===== config.mk =====
export PLATFORM = sky130hd
export DESIGN_NAME = video_gen
export DESIGN_NICKNAME = d
export VERILOG_FILES = /design/src/hdl/video_gen_pkg.sv /design/src/hdl/video_gen.sv /design/src/hdl/pixel_out.sv /design/src/hdl/pointer_sprite.sv /design/src/hdl/video_regs.sv /design/src/hdl/video_timing.sv
export VERILOG_INCLUDE_DIRS = /design/src /design/src/hdl
export SDC_FILE = /design/constraint.sdc
export NUM_CORES = 1
export LEC_CHECK = 0
export BUFFER_PORTS_ARGS = -buffer_cell sky130_fd_sc_hd__buf_2
export CELL_PAD_IN_SITES_DETAIL_PLACEMENT = 0
export CELL_PAD_IN_SITES_GLOBAL_PLACEMENT = 1
export CORE_ASPECT_RATIO = 0.7
export CORE_MARGIN = 5
export CORE_UTILIZATION = 23
export CTS_CLUSTER_SIZE = 8
export DETAILED_ROUTE_END_ITERATION = 10
export PLACE_DENSITY_LB_ADDON = 0.1
export SYNTH_ARGS = -nofsm -noshare
export SYNTH_HDL_FRONTEND = slang
export SYNTH_HIERARCHICAL = 1
export SYNTH_SLANG_ARGS = --single-unit

===== constraint.sdc =====
create_clock -name clk -period 2.4 [get_ports clk]
set_input_delay 0.24 -clock clk [delete_from_list [all_inputs] [get_ports clk]]
set_output_delay 0.24 -clock clk [all_outputs]
set_load 0.02 [all_outputs]

===== src/hdl/video_gen_macros.svh =====
// raster segment sizes, pointer size and latency, register numbers
`ifndef VIDEO_GEN_MACROS_SVH
`define VIDEO_GEN_MACROS_SVH

// horizontal raster in pixel clocks
`define H_VISIBLE       64
`define H_FRONT         4
`define H_SYNC          8
`define H_BACK          12
`define H_TOTAL         (`H_VISIBLE + `H_FRONT + `H_SYNC + `H_BACK)

// vertical raster in lines
`define V_VISIBLE       16
`define V_FRONT         2
`define V_SYNC          2
`define V_BACK          4
`define V_TOTAL         (`V_VISIBLE + `V_FRONT + `V_SYNC + `V_BACK)

`define POINTER_SIZE    8       // pointer is square, 4-bpp
`define POINTER_LATENCY 5       // raster clocks from column match to first nibble

// register numbers on the Wishbone port
`define REG_VID_CTRL    3'd0
`define REG_SCANLINE    3'd1
`define REG_VID_LEFT    3'd2
`define REG_VID_RIGHT   3'd3
`define REG_POINTER_H   3'd4
`define REG_POINTER_V   3'd5

`endif

===== src/hdl/video_gen_pkg.sv =====
// shared types of the video generator
`default_nettype none

package video_gen_pkg;

    // register data word
    typedef logic [15:0] word_t;

    // palette index out of the generator
    typedef logic [7:0] color_t;

    // raster counts, wide enough for the totals
    typedef logic [6:0] hres_t;             // 0 to 87
    typedef logic [4:0] vres_t;             // 0 to 23

    // Wishbone register number
    typedef logic [2:0] reg_num_t;

    // pointer memory word address
    // 3 row bits and one half-row bit, 4 nibbles per word
    typedef logic [3:0] pointer_addr_t;

endpackage

`default_nettype wire


===== src/hdl/video_gen.sv =====
// video generator top: register block, timing, pointer engine
// and the pixel output stage
`default_nettype none
`timescale 1ns/1ns

module video_gen import video_gen_pkg::*; (
    input  wire logic       clk,
    input  wire logic       reset_i,
    // Wishbone classic slave
    input  wire logic       wb_cyc_i,
    input  wire logic       wb_stb_i,
    input  wire logic       wb_we_i,
    input  wire reg_num_t   wb_adr_i,
    input  wire word_t      wb_dat_i,
    output word_t           wb_dat_o,
    output logic            wb_ack_o,
    output logic            video_intr_o,
    // external pointer memory
    output pointer_addr_t   pointer_addr_o,
    input  wire word_t      pointer_data_i,
    // video out
    output color_t          color_index_o,
    output logic            hsync_o,
    output logic            vsync_o,
    output logic            dv_de_o,
    output logic            h_blank_o,
    output logic            v_blank_o
);

hres_t      h_count;
vres_t      v_count;
logic       h_visible;
logic       v_visible;
logic       hsync;
logic       vsync;
logic       end_of_visible;
color_t     border_color;
color_t     fill_color;
hres_t      vid_left;
hres_t      vid_right;
hres_t      pointer_h;
vres_t      pointer_v;
logic [3:0] pointer_col;
logic [3:0] pointer_color;      // sprite nibble, 0 transparent

video_regs video_regs_inst (
    .clk(clk),
    .reset_i(reset_i),
    .wb_cyc_i(wb_cyc_i),
    .wb_stb_i(wb_stb_i),
    .wb_we_i(wb_we_i),
    .wb_adr_i(wb_adr_i),
    .wb_dat_i(wb_dat_i),
    .wb_dat_o(wb_dat_o),
    .wb_ack_o(wb_ack_o),
    .v_count_i(v_count),
    .end_of_visible_i(end_of_visible),
    .border_color_o(border_color),
    .fill_color_o(fill_color),
    .vid_left_o(vid_left),
    .vid_right_o(vid_right),
    .pointer_h_o(pointer_h),
    .pointer_v_o(pointer_v),
    .pointer_col_o(pointer_col),
    .video_intr_o(video_intr_o)
);

video_timing video_timing_inst (
    .clk(clk),
    .reset_i(reset_i),
    .h_count_o(h_count),
    .v_count_o(v_count),
    .h_visible_o(h_visible),
    .v_visible_o(v_visible),
    .hsync_o(hsync),
    .vsync_o(vsync),
    .end_of_visible_o(end_of_visible)
);

pointer_sprite pointer_sprite_inst (
    .clk(clk),
    .reset_i(reset_i),
    .h_count_i(h_count),
    .v_count_i(v_count),
    .pointer_h_i(pointer_h),
    .pointer_v_i(pointer_v),
    .pointer_addr_o(pointer_addr_o),
    .pointer_data_i(pointer_data_i),
    .pointer_color_o(pointer_color)
);

pixel_out pixel_out_inst (
    .clk(clk),
    .reset_i(reset_i),
    .h_count_i(h_count),
    .h_visible_i(h_visible),
    .v_visible_i(v_visible),
    .hsync_i(hsync),
    .vsync_i(vsync),
    .border_color_i(border_color),
    .fill_color_i(fill_color),
    .vid_left_i(vid_left),
    .vid_right_i(vid_right),
    .pointer_col_i(pointer_col),
    .pointer_color_i(pointer_color),
    .color_index_o(color_index_o),
    .hsync_o(hsync_o),
    .vsync_o(vsync_o),
    .dv_de_o(dv_de_o),
    .h_blank_o(h_blank_o),
    .v_blank_o(v_blank_o)
);

endmodule

`default_nettype wire


===== src/hdl/pixel_out.sv =====
// color choice for border, window and pointer, with the raster delay
// and the aligned output registers
`default_nettype none
`timescale 1ns/1ns

`include "video_gen_macros.svh"

module pixel_out import video_gen_pkg::*; (
    input  wire logic       clk,
    input  wire logic       reset_i,
    input  wire hres_t      h_count_i,
    input  wire logic       h_visible_i,
    input  wire logic       v_visible_i,
    input  wire logic       hsync_i,
    input  wire logic       vsync_i,
    input  wire color_t     border_color_i,
    input  wire color_t     fill_color_i,
    input  wire hres_t      vid_left_i,
    input  wire hres_t      vid_right_i,
    input  wire logic [3:0] pointer_col_i,
    input  wire logic [3:0] pointer_color_i,
    output color_t          color_index_o,
    output logic            hsync_o,
    output logic            vsync_o,
    output logic            dv_de_o,
    output logic            h_blank_o,
    output logic            v_blank_o
);

localparam int DLY      = `POINTER_LATENCY;
localparam int RASTER_W = $bits(hres_t) + 4;

logic [RASTER_W-1:0] raster_dly [DLY];      // count, visible flags, syncs
hres_t               h_count_d;
logic                h_vis_d;
logic                v_vis_d;
logic                hsync_d;
logic                vsync_d;
logic                visible;
logic                in_window;
color_t              color_next;

assign {h_count_d, h_vis_d, v_vis_d, hsync_d, vsync_d} = raster_dly[DLY-1];
assign visible   = h_vis_d & v_vis_d;
assign in_window = (h_count_d >= vid_left_i) && (h_count_d < vid_right_i);

always_comb begin
    color_next = in_window ? fill_color_i : border_color_i;
    if (pointer_color_i != 4'h0) begin
        color_next = {pointer_col_i, pointer_color_i};  // pointer on top
    end
    if (!visible) begin
        color_next = '0;
    end
end

always_ff @(posedge clk) begin
    if (reset_i) begin
        for (int i = 0; i < DLY; i++) begin
            raster_dly[i] <= '0;
        end
        color_index_o <= '0;
        hsync_o       <= 1'b0;
        vsync_o       <= 1'b0;
        dv_de_o       <= 1'b0;
        h_blank_o     <= 1'b1;
        v_blank_o     <= 1'b1;
    end else begin
        raster_dly[0] <= {h_count_i, h_visible_i, v_visible_i, hsync_i, vsync_i};
        for (int i = 1; i < DLY; i++) begin
            raster_dly[i] <= raster_dly[i-1];
        end
        // all video outputs leave on the same edge
        color_index_o <= color_next;
        hsync_o       <= hsync_d;
        vsync_o       <= vsync_d;
        dv_de_o       <= visible;
        h_blank_o     <= ~h_vis_d;
        v_blank_o     <= ~v_vis_d;
    end
end

endmodule

`default_nettype wire


===== src/hdl/pointer_sprite.sv =====
// 8x8 4-bpp pointer engine: row and column counters, memory address
// and the nibble shifter
`default_nettype none
`timescale 1ns/1ns

`include "video_gen_macros.svh"

module pointer_sprite import video_gen_pkg::*; (
    input  wire logic       clk,
    input  wire logic       reset_i,
    input  wire hres_t      h_count_i,
    input  wire vres_t      v_count_i,
    input  wire hres_t      pointer_h_i,
    input  wire vres_t      pointer_v_i,
    output pointer_addr_t   pointer_addr_o,
    input  wire word_t      pointer_data_i,     // one clock after address
    output logic [3:0]      pointer_color_o     // 0 is transparent
);

// column count runs 3 past the size to cover the fetch delay
localparam int H_CNT_END = `POINTER_SIZE + 3;

logic [3:0] h_cnt;
logic [3:0] v_cnt;
word_t      pointer_word;       // shifts left a nibble per clock
logic       h_draw;
logic       v_draw;

assign h_draw = (h_cnt < 4'(H_CNT_END));
assign v_draw = (v_cnt < 4'(`POINTER_SIZE));

// two words per row, second half once bit 2 of the column is set
assign pointer_addr_o  = {v_cnt[2:0], h_cnt[2]};
assign pointer_color_o = pointer_word[15:12];

always_ff @(posedge clk) begin
    if (reset_i) begin
        h_cnt        <= 4'(H_CNT_END);          // parked, nothing drawn
        v_cnt        <= 4'(`POINTER_SIZE);
        pointer_word <= '0;
    end else begin
        pointer_word <= {pointer_word[11:0], 4'h0};
        if (h_draw) begin
            h_cnt <= h_cnt + 1'b1;
        end

        if (h_count_i == pointer_h_i) begin
            h_cnt <= '0;                        // restart at pointer column
            if (v_count_i == pointer_v_i) begin
                v_cnt <= '0;
            end else if (v_draw) begin
                v_cnt <= v_cnt + 1'b1;
            end
        end

        if (h_cnt[1:0] == 2'b11) begin
            pointer_word <= pointer_data_i;     // word addressed last clock
        end

        if (!h_draw || !v_draw) begin
            pointer_word <= '0;                 // outside the 8x8 area
        end
    end
end

endmodule

`default_nettype wire


===== src/hdl/video_regs.sv =====
// Wishbone classic slave with the video configuration registers
// and the end-of-visible interrupt
`default_nettype none
`timescale 1ns/1ns

`include "video_gen_macros.svh"

module video_regs import video_gen_pkg::*; (
    input  wire logic       clk,
    input  wire logic       reset_i,
    // Wishbone classic slave
    input  wire logic       wb_cyc_i,
    input  wire logic       wb_stb_i,
    input  wire logic       wb_we_i,
    input  wire reg_num_t   wb_adr_i,
    input  wire word_t      wb_dat_i,
    output word_t           wb_dat_o,
    output logic            wb_ack_o,
    // raster state
    input  wire vres_t      v_count_i,
    input  wire logic       end_of_visible_i,
    // settings
    output color_t          border_color_o,
    output color_t          fill_color_o,
    output hres_t           vid_left_o,
    output hres_t           vid_right_o,
    output hres_t           pointer_h_o,
    output vres_t           pointer_v_o,
    output logic [3:0]      pointer_col_o,      // upper nibble of pointer pixels
    output logic            video_intr_o
);

logic   access;     // new request, ack not yet given
word_t  rd_word;

assign access = wb_cyc_i & wb_stb_i & ~wb_ack_o;

// read word, unused bits stay 0
always_comb begin
    rd_word = '0;
    case (wb_adr_i)
        `REG_VID_CTRL:  rd_word = {fill_color_o, border_color_o};
        `REG_SCANLINE:  rd_word = word_t'(v_count_i);
        `REG_VID_LEFT:  rd_word = word_t'(vid_left_o);
        `REG_VID_RIGHT: rd_word = word_t'(vid_right_o);
        `REG_POINTER_H: rd_word = word_t'(pointer_h_o);
        `REG_POINTER_V: rd_word = {pointer_col_o, 7'b0, pointer_v_o};
        default:        ;                       // 6 and 7 read 0
    endcase
end

always_ff @(posedge clk) begin
    if (reset_i) begin
        wb_ack_o       <= 1'b0;
        wb_dat_o       <= '0;
        video_intr_o   <= 1'b0;
        border_color_o <= '0;
        fill_color_o   <= '0;
        vid_left_o     <= '0;
        vid_right_o    <= '0;
        pointer_h_o    <= '0;
        pointer_v_o    <= '0;
        pointer_col_o  <= '0;
    end else begin
        wb_ack_o     <= access;                 // single clock ack
        video_intr_o <= end_of_visible_i;

        if (access) begin
            wb_dat_o <= rd_word;                // valid while ack high
        end

        if (access && wb_we_i) begin
            case (wb_adr_i)
                `REG_VID_CTRL: begin
                    fill_color_o   <= wb_dat_i[15:8];
                    border_color_o <= wb_dat_i[7:0];
                end
                `REG_VID_LEFT:  vid_left_o  <= hres_t'(wb_dat_i);
                `REG_VID_RIGHT: vid_right_o <= hres_t'(wb_dat_i);
                `REG_POINTER_H: pointer_h_o <= hres_t'(wb_dat_i);
                `REG_POINTER_V: begin
                    pointer_col_o <= wb_dat_i[15:12];
                    pointer_v_o   <= vres_t'(wb_dat_i);
                end
                default: ;                      // scanline and spare numbers are read only
            endcase
        end
    end
end

endmodule

`default_nettype wire


===== src/hdl/video_timing.sv =====
// raster counters with sync, visible flags and the end-of-visible event
`default_nettype none
`timescale 1ns/1ns

`include "video_gen_macros.svh"

module video_timing import video_gen_pkg::*; (
    input  wire logic   clk,
    input  wire logic   reset_i,
    output hres_t       h_count_o,          // 0 is first visible pixel
    output vres_t       v_count_o,          // 0 is first visible line
    output logic        h_visible_o,
    output logic        v_visible_o,
    output logic        hsync_o,
    output logic        vsync_o,
    output logic        end_of_visible_o    // one clock per frame
);

localparam hres_t H_LAST       = hres_t'(`H_TOTAL - 1);
localparam hres_t H_SYNC_START = hres_t'(`H_VISIBLE + `H_FRONT);
localparam hres_t H_SYNC_END   = hres_t'(`H_VISIBLE + `H_FRONT + `H_SYNC);
localparam vres_t V_LAST       = vres_t'(`V_TOTAL - 1);
localparam vres_t V_SYNC_START = vres_t'(`V_VISIBLE + `V_FRONT);
localparam vres_t V_SYNC_END   = vres_t'(`V_VISIBLE + `V_FRONT + `V_SYNC);

logic end_of_line;
logic end_of_frame;

assign end_of_line  = (h_count_o == H_LAST);
assign end_of_frame = end_of_line && (v_count_o == V_LAST);

// compare-based flags straight off the counters
assign h_visible_o = (h_count_o < hres_t'(`H_VISIBLE));
assign v_visible_o = (v_count_o < vres_t'(`V_VISIBLE));
assign hsync_o     = (h_count_o >= H_SYNC_START) && (h_count_o < H_SYNC_END);
assign vsync_o     = (v_count_o >= V_SYNC_START) && (v_count_o < V_SYNC_END);

// first clock after the last visible pixel of the last visible line
assign end_of_visible_o = (h_count_o == hres_t'(`H_VISIBLE)) &&
                          (v_count_o == vres_t'(`V_VISIBLE - 1));

always_ff @(posedge clk) begin
    if (reset_i) begin
        h_count_o <= '0;
        v_count_o <= '0;
    end else begin
        if (end_of_line) begin
            h_count_o <= '0;
            if (end_of_frame) begin
                v_count_o <= '0;                // wrap to top of frame
            end else begin
                v_count_o <= v_count_o + 1'b1;
            end
        end else begin
            h_count_o <= h_count_o + 1'b1;
        end
    end
end

endmodule

`default_nettype wire


### After elaboration in Yosys (flattened, before gate mapping)

Memories as Yosys holds them, arrays and structs flattened.
Index checks and enable logic that the tools add are counted.

| storage, ports and cells | value |
|---|---|
| flip-flop bits (word level) | 113 |
| RAM bits | 55 |
| output and inout port bits | 35 |
| word-level logic and storage cells | 104 |
| memories | 1 |

Memory list:

| name | words | width | read ports | clocked after Yosys merged registers in | wr ports | line | source |
|---|---|---|---|---|---|---|---|
| pixel_out_inst.raster_dly | 5 | 11 | 5 | 0 | 5 | pixel_out.sv:33 | `logic [RASTER_W-1:0] raster_dly [DLY];` |

| operators by class | value |
|---|---|
| add/subtract/negate cells | 4 |
| order comparisons | 10 |
| equality and inequality tests | 12 |
| multiplexer cells | 17 |
| bitwise operators | 13 |
| reductions and logical operators | 24 |

Operator list:

| operator | number |
|---|---|
| $pmux W16 S6 | 1 |
| $mux W11 | 5 |
| $mux W16 | 1 |
| $mux W4 | 4 |
| $mux W8 | 2 |
| $eq A7 B7 Y1 const B | 2 |
| $lt A7 B7 Y1 const B | 2 |
| $reduce_and A2 Y1 | 6 |
| $lt A5 B5 Y1 const B | 2 |
| $add A4 B1 Y4 const B | 2 |
| $lt A4 B4 Y1 const B | 2 |
| $reduce_or A2 Y1 | 4 |
| $add A7 B1 Y7 const B | 1 |
| $eq A7 B7 Y1 | 1 |
| $ge A7 B7 Y1 | 1 |
| $ge A7 B7 Y1 const B | 1 |
| $lt A7 B7 Y1 | 1 |
| $eq A3 B2 Y1 const B | 2 |
| $eq A3 B3 Y1 const B | 2 |
| $logic_and A1 B1 Y1 | 6 |
| $add A5 B1 Y5 const B | 1 |
| $eq A5 B4 Y1 const B | 1 |
| $eq A5 B5 Y1 | 1 |
| $eq A5 B5 Y1 const B | 1 |
| 14 further kinds | 28 |

### Longest topological paths before layout

Gate-level depths: netlist of run 1.

| depth | value |
|---|---|
| depth in word-level cells | 4 |
| mapped depth | 8 |

### Modules after synthesis

Netlist of run 1, hierarchy kept.

By module, submodules not included:

| module | times used | cells an instance | area an instance (µm²) | seq. area each (µm²) |
|---|---|---|---|---|
| video_regs | 1 | 285 | 2,641.3 | 1,281.2 |
| pixel_out | 1 | 221 | 2,384.8 | 1,361.3 |
| pointer_sprite | 1 | 114 | 1,153.6 | 480.5 |
| video_timing | 1 | 76 | 653.1 | 240.2 |

### Least setup slack after synthesis of run 1

Ideal clock, no wire load.

| timing | value |
|---|---|
| kind | reg-to-reg |
| start | register video_regs_inst.vid_left_o[6] |
| end | register pixel_out_inst.color_index_o[2] |
| arrival time | 1.800 ns |
| required time | 2.338 ns |
| slack | 0.538 ns |
| stages on the path, launching flop included | 9 |
| period minus slack after synthesis | 1.862 ns |
| cell sequence | dfxtp_1 inv_1 ha_1 and3_1 o211ai_1 o21a_1 buf_2 or4_1 nand3_1 |

| between the ends | value |
|---|---|
| word-level cells in the longest chain between the ends | 4 |

Ends and longest elaborated chain:

| element | line | source |
|---|---|---|
| from (decl) | video_regs.sv:25 | `output hres_t vid_left_o,` |
| from (signal assigned) | video_regs.sv:78 | `` `REG_VID_LEFT: vid_left_o <= hres_t'(wb_dat_i); `` |
| $ge A7 B7 Y1 | pixel_out.sv:45 | `assign in_window = (h_count_d >= vid_left_i) && (h_count_d < vid_right_i);` |
| $logic_and A1 B1 Y1 | pixel_out.sv:45 |  |
| $mux W8 | pixel_out.sv:48 | `color_next = in_window ? fill_color_i : border_color_i;` |
| $mux W8 | pixel_out.sv:49 | `if (pointer_color_i != 4'h0) begin` |
| to (signal assigned) | pixel_out.sv:74 | `color_index_o <= color_next;` |
| to (decl) | pixel_out.sv:22 | `output color_t color_index_o,` |

No other way between the ends.
A chain may end at the register's enable or synchronous reset.

### Worst setup path in the final report of run 1

| timing | value |
|---|---|
| start | register video_regs_inst.vid_left_o[6] |
| end | register pixel_out_inst.color_index_o[6] |

Same word-level chain as after synthesis.

==> metrics.md, run 1 <==
| Metric | Value |
|---|---|
| Top cells by count, synth | dfxtp_1, nor2_1, nor2b_1 |
| Htree depth | 4 |
| WL/cell | 17.24 um |
| Layout cells sized above 1 | ~17% |
| Util after Layout | 28.08% |
| VDD IR max | approximately 0.27 mV |
| Total power | about 6 mW |
| DP Cell Count | between 1000 and 1500 |
| Syn Inst Count | between 600 and 700 |
| # IOs | 75 |
| PostCTS Resize Cnt | 0 |
| Setup violators final | 0 |
| N_diodes | 0 |
| First-pass GRT wire length | 30.92 mm |
| GRT Total Usage | between 10 and 15% |
| Fin. Hold Viols | 0 |
| Final ANT Viol Nets | 0 |
| Area taken by multi-input logic gates | between 0.003 and 0.004 mm^2 |
| Register Area | 0.003363 mm^2 |
| Clk slew on worst S/H paths | 70 ps |
| F_max | 476.7 MHz |
| DR DRC count | 0 |
| Family with the most delay on the worst path | compound AO/OA/AOI/OAI gates |
| DR pass1 iterations | 4 |
| Die Span Y | between 150 and 200 um |
| Post-synthesis sequential area ratio | slightly below 50% |
| Post-synth EDFFs | 0 |
| Final Wtd Congestion | ~0.8 |
| Slowest-stage cell, CP | o21a_1 |
| CTS sink cnt | approximately 170 |
| Initial core utilization | approximately a quarter |
| Mapped Nets | 755 |
| Vias per std cell | between 4 and 5 |
| Crit path kind | reg -> reg |
| Synth Register Bits | around 170 |
| Design area | just over 0.008 mm^2 |
| Worst path max stage delay | between 400 and 500 ps |
| CTS tree | done |
| Fin crit period | about 2100 ps |
| Pin count of the biggest net entering global routing | 94 |
| Pins Over Slew Limit | 0 |
| Hold Crit Class | in -> reg |
| Clk_skew | 10.35 ps |
| DP Worst Slack | 325.3 ps |
| Core area | 0.02908 mm^2 |
| Ys async rst share | 0% |
| Die area | around 0.033 mm^2 |
| Clk_lat worst skew | 440 ps |
| Initial antenna violation count | 0 |
| Top post-synthesis cells by area | dfxtp_1, mux2i_1, nor2b_1 |
| Vias in the first global route | slightly above 5000 |
| Cell with the most instances after synthesis | dfxtp_1 |
| Cell taking the most area after synthesis | dfxtp_1 |
| Buf/Inv on CP | 1 |
| Sum of negative setup slack | 0 ps |
| Num CTS Buffers | 17 |
| Ys Warns | 6 |
| GR Overflow Total | 0 |
| Final worst setup slack | 302.2 ps |
| Final Net Count | between 800 and 900 |
| Area fraction of the dominant cell type after synthesis | 49.22% |
| # fillers | 3060 |
| DRT Wirelength | 19.75 mm |
| Worst slew margin | between 50 and 60% |
| Root buf cell | clkbuf_16 |
| Max Cap Viol | 0 |
| Die W | between 200 and 250 um |
| LEAKAGE | 3.235 nW |
| Placement Rows | 52 |
| Pin slew with the least headroom to its limit | 702.6 ps |
| Post-Synthesis Cell Area | ~0.007 mm^2 |
| Yosys cell types | between 60 and 70 |
| Kind of end point of the critical path | register |
| CTS max path bufs | 2 |
| Layout Area Growth over Synthesis | 19.50% |
| Initial DRC Count | between 400 and 500 |
| Tcrit/Tclk final | between 80% and 90% |
| RSZ-0062 raised after global routing | no |
| CP cell instances | inv_1 -> ha_1 -> and3_1 -> a221oi_1 -> o21a_1 -> o31ai_1 -> a31oi_1 |
| Run status | completed |
| Vias | between 5000 and 6000 |
| Post-DP Area | roughly 0.0075 mm^2 |
| Dpl hpwl | 14.77 mm |
| Startpoint types | register |
| Top FF cell, synth | dfxtp_1 |
| Crit path DAT | 2460 ps |
| Finished Layout Cells | approximately 1100 |
| I/O Buffers | 74 |
| Cell Pwr Density | 754.3 mW/mm^2 |
| Mean area per synthesized cell | between 9 and 10 um^2 |
| Hold slack | between 30 and 40 ps |
| Critical Path RT | roughly 2800 ps |
| Crit Path Max Fanout | 12 |
cells in the final DEF (no fill, tap or decap), types with 3 or more instances in the layout:
master and instances:
nor2b_1 62, a31oi_1 6, a32oi_1 4, o211ai_1 5, o21ai_0 13, a22oi_1 13, and2_1 3, a211oi_1 5
nand2b_1 10, o31ai_1 5, a22o_1 6, dfxtp_1 168, nand3_1 11, xnor2_1 11, nor2_1 71, buf_4 13
clkinvlp_4 6, mux2i_1 57, o21bai_1 4, clkbuf_16 17, xor2_1 7, nand4_1 8, ha_1 19, inv_1 22
bufinv_16 3, o22ai_1 4, or4b_1 3, or4_1 5, and3_1 6, nor3_1 8, a21oi_1 24, buf_2 73
o32ai_1 5, a21o_1 3, nand2_1 43
area by class of cell:
cell class,instances,share of cell area [%]
repair buffers,90,6.405
clock buffers,18,5.256
flip-flops and latches,168,41.19
well taps,378,5.792
clock inverters,13,2.115
multi-input cells,457,38.23
inverters,22,1.011
logic make-up (layout without fill, tap and decap cells):
kind of cell | after synthesis | count (layout) | synth area share (%)
DFF | 168 | 168 | 49.22
and+or+nand+nor | 254 | 254 | 20.55
buffers and inverters | 71 | 143 | 5.091
xor gates and xnor gates | 18 | 18 | 2.307
adders and majority gates | 19 | 19 | 3.479
muxes | 58 | 58 | 8.515
AOI/OAI and AO/OA | 108 | 108 | 10.84
layer usage:
layer  vias up  global-route usage, %  part of all wire (%)
met4         0                  3.814                   1.4
li1       2518                      -                     -
met3        18                  3.165                   6.0
met2       105                  16.46                    40
met1      2408                  18.39                    53
met5         -                      0                     0
power breakdown:
| group | total, mW | switching [mW] | internal, mW |
|---|---|---|---|
| Sequential | 2.89 | 0.0464 | 2.84 |
| Combinational | 0.429 | 0.257 | 0.172 |
| Clock | 2.84 | 1.20 | 1.64 |
| Total | 6.16 | 1.50 | 4.66 |
path summary, 6_finish.rpt:
| kind | start | endpoint | slack (ps) | cells after the start |
|---|---|---|---|---|
| max reg2reg | video_regs_inst/vid_left_o[6]$_SDFFE_PP0P_ | pixel_out_inst/color_index_o[6]$_SDFF_PP0_ | 300 | 7 |
| min reg2reg | pixel_out_inst/raster_dly[0][46]$_SDFF_PP0_ | pixel_out_inst/v_blank_o$_SDFF_PP1_ | 410 | 1 |
| min | wb_dat_i[11] | video_regs_inst/fill_color_o[3]$_SDFFE_PP0P_ | 40 | 3 |
| max | video_regs_inst/vid_left_o[6]$_SDFFE_PP0P_ | pixel_out_inst/color_index_o[6]$_SDFF_PP0_ | 300 | 7 |
state kept, by name, summed over array words and instances, names as in the netlist, 4 cells and up:
register                          flops
pixel_out_inst/color_index_o          8
pixel_out_inst/raster_dly            55
pointer_sprite_inst/h_cnt             4
pointer_sprite_inst/pointer_word     16
pointer_sprite_inst/v_cnt             4
video_regs_inst/border_color_o        8
video_regs_inst/fill_color_o          8
video_regs_inst/pointer_col_o         4
video_regs_inst/pointer_h_o           7
video_regs_inst/pointer_v_o           5
video_regs_inst/vid_left_o            7
video_regs_inst/vid_right_o           7
video_regs_inst/wb_dat_o             16
video_timing_inst/h_count_o           7
video_timing_inst/v_count_o           5
tightest hold or removal path, stage by stage:
cell and delay (ps):
buf_2 90, nand2_1 50, a21oi_1 50
what timing repair did:
item                                    CTS  global route
endpoints found under the setup margin    0             0
setup buffers                             0             0
hold buffers                              2             0
hold endpoints to repair                  2             0
(Power assumes the default switching activity.)
==> run 2: changes to the inputs <==
--- a/config.mk
+++ b/config.mk
@@ -6,6 +6,7 @@
 export SDC_FILE = /design/constraint.sdc
 export NUM_CORES = 1
 export LEC_CHECK = 0
+export ABC_AREA = 1
 export BUFFER_PORTS_ARGS = -buffer_cell sky130_fd_sc_hd__buf_2
 export CELL_PAD_IN_SITES_DETAIL_PLACEMENT = 0
 export CELL_PAD_IN_SITES_GLOBAL_PLACEMENT = 1
==> metrics.md, run 2 <==
| Metric | Value |
|---|---|
| Vias in the first global route | about 5800 |
| CTS tree | done |
| I/O Buffers | between 70 and 80 |
| Mapped Nets | just over 1000 |
| Die Span Y | between 150 and 200 um |
| DR pass1 iterations | 4 |
| Initial core utilization | 23.16% |
| Cell Pwr Density | roughly 730 mW/mm^2 |
| CTS max path bufs | 2 |
| Post-synthesis sequential area ratio | around 47% |
| Critical Path RT | approximately 2700 ps |
| RSZ-0062 raised after global routing | no |
| Die W | 221.2 um |
| Initial antenna violation count | 0 |
| Clk_lat worst skew | approximately 440 ps |
| Ys async rst share | 0% |
| Pins Over Slew Limit | 0 |
| DRT Wirelength | ~21 mm |
| Tcrit/Tclk final | roughly three quarters |
| Most frequent cells in the layout | nand2_1, inv_1, dfxtp_1 |
| Crit Path Max Fanout | 9 |
| Mean area per synthesized cell | around 7.5 um^2 |
| Placement Rows | between 50 and 60 |
| Yosys cell types | 38 |
| Layout cells sized above 1 | roughly 16% |
| DR DRC count | 0 |
| Final ANT Viol Nets | 0 |
| Cell taking the most area after synthesis | dfxtp_1 |
| Initial DRC Count | approximately 350 |
| Syn Inst Count | 964 |
| WL/cell | between 10 and 15 um |
| Worst slew margin | between 40% and 50% |
| GRT Total Usage | between 10% and 20% |
| Final Wtd Congestion | around 0.77 |
| Final Net Count | 1090 |
| Hold Crit Class | in -> reg |
| Pin count of the biggest net entering global routing | 32 |
| Top reg by flops | pixel_out_inst/raster_dly |
| R2r worst-path depth | 10 |
| Clk slew on worst S/H paths | 60 ps |
| N_diodes | 0 |
| # Post-CTS Setup Buffers | 0 |
| Vias per std cell | 4.090 |
| Largest register FFs | 55 |
| Top cells by count, synth | nand2_1, inv_1, dfxtp_1 |
| Die area | about 0.035 mm^2 |
| Top post-synthesis cells by area | dfxtp_1, nand2_1, inv_1 |
| Cell with the most instances after synthesis | nand2_1 |
| Clk_skew | around 10 ps |
| Vias | around 6000 |
| Fin crit period | 1835 ps |
| Layout Area Growth over Synthesis | 18.68% |
| CTS sink cnt | 168 |
| LEAKAGE | roughly 3.5 nW |
| Max Cap Viol | 0 |
| Area fraction of the dominant cell type after synthesis | between 40% and 50% |
| Htree depth | 4 |
| Dpl hpwl | 15.93 mm |
| Post-synth EDFFs | 0 |
| Startpoint types | register |
| Ys Warns | 6 |
| Run status | completed |
| R2r setup slk | between 500 and 600 ps |
| Root buf cell | clkbuf_16 |
| DP Cell Count | ~1400 |
| Top FF cell, synth | dfxtp_1 |
| Kind of end point of the critical path | register |
| Crit path DAT | 2130 ps |
| Pin slew with the least headroom to its limit | about 830 ps |
| Synth Register Bits | ~170 |
| VDD IR max | 0.2708 mV |
| PostCTS Resize Cnt | 0 |
| GR Overflow Total | 0 |
| Met2 Use GR | a little under a fifth |
| Fin. Hold Viols | 0 |
| Sum of negative setup slack | 0 ps |
| Setup violators final | 0 |
| Post-Synthesis Cell Area | around 0.0072 mm^2 |
| Met1 Use GR | between 10% and 20% |
| # IOs | 75 |
| Finished Layout Cells | 1464 |
| Grt peak-use layer | met2 |
| F_max | 545.1 MHz |
| First-pass GRT wire length | 33.80 mm |
| Met3 Resource Use GR | around 3% |
| Most common cell after layout, fill and taps aside | nand2_1 |
| Crit path kind | reg -> reg |
| Hold depth | 3 |
| Num CTS Buffers | 17 |
| Largest regs | pixel_out_inst/raster_dly (55), pointer_sprite_inst/pointer_word (16), video_regs_inst/wb_dat_o (16) |
| Core area | 0.03101 mm^2 |
[run 2: logic make-up after synthesis]
| group | after synthesis | synth area share, % |
|---|---|---|
| compound gates | 143 | 10.51 |
| fa+ha+maj | 19 | 3.310 |
| flops | 168 | 46.83 |
| simple gates | 406 | 25.17 |
| xor+xnor | 2 | 0.2439 |
| mux | 1 | 0.1394 |
| buf+inv | 225 | 13.80 |
[run 2: metal layers]
layer,vias to the layer above,wire length (um)
li1,3115,-
met1,2752,10750
met2,96,9154
met3,25,936
met4,0,382
met5,-,0
[run 2: worst paths after layout]
kind	startpoint	endpoint
setup / recovery	video_regs_inst/vid_left_o[6]$_SDFFE_PP0P_	pixel_out_inst/color_index_o[3]$_SDFF_PP0_
hold / removal	pointer_data_i[11]	pointer_sprite_inst/pointer_word[11]$_SDFF_PP0_
setup reg to reg	video_regs_inst/vid_left_o[6]$_SDFFE_PP0P_	pixel_out_inst/color_index_o[3]$_SDFF_PP0_
hold reg to reg	pixel_out_inst/raster_dly[0][47]$_SDFF_PP0_	pixel_out_inst/h_blank_o$_SDFF_PP1_
[run 2: final cells by class]
class / count / area (um^2)
Timing Repair Buffer: 88 / 500.5
Inverter: 185 / 701.9
Multi-Input combinational cell: 571 / 2830
Clock buffer: 22 / 484.2
Fill cell: 3471 / 22490
Clock inverter: 10 / 117.6
Tap cell: 420 / 525.5
Sequential cell: 168 / 3363
[run 2: worst max-delay path, cell delays in order, from the launching register on]
cell and delay (ps):
dfxtp_1 400, inv_1 70, ha_1 300, nand2_1 100
inv_1 60, a21oi_2 140, nand3_2 230, nand2_4 170
nand2_1 70, nand3_1 80, a21oi_1 60
[run 2: where the power goes]
group	total [mW]	switching, mW	internal [mW]	leakage, nW
clock	2.83	1.18	1.64	0.285
sequential	2.89	0.0417	2.84	1.36
combinational	0.475	0.324	0.150	1.85
[run 2: metrics by stage]
step	hold slack, ps	setup WS, ps	power (mW)	util, %	area, um^2
floorplan	309.1	886.0	3.271	-	7182
global placement	386.4	549.4	3.436	25.41	7881
detailed placement	383.1	561.5	3.430	25.41	7881
CTS	22.70	544.8	6.332	27.48	8523
global route	38.33	326.5	6.510	27.48	8523
finish	58.79	565.4	6.187	27.48	8523
[run 2: timing repair]
item / in CTS / in global routing
endpoints found under the setup margin: 0 / 0
hold endpoints to repair: 4 / 0
hold buffers: 4 / 0
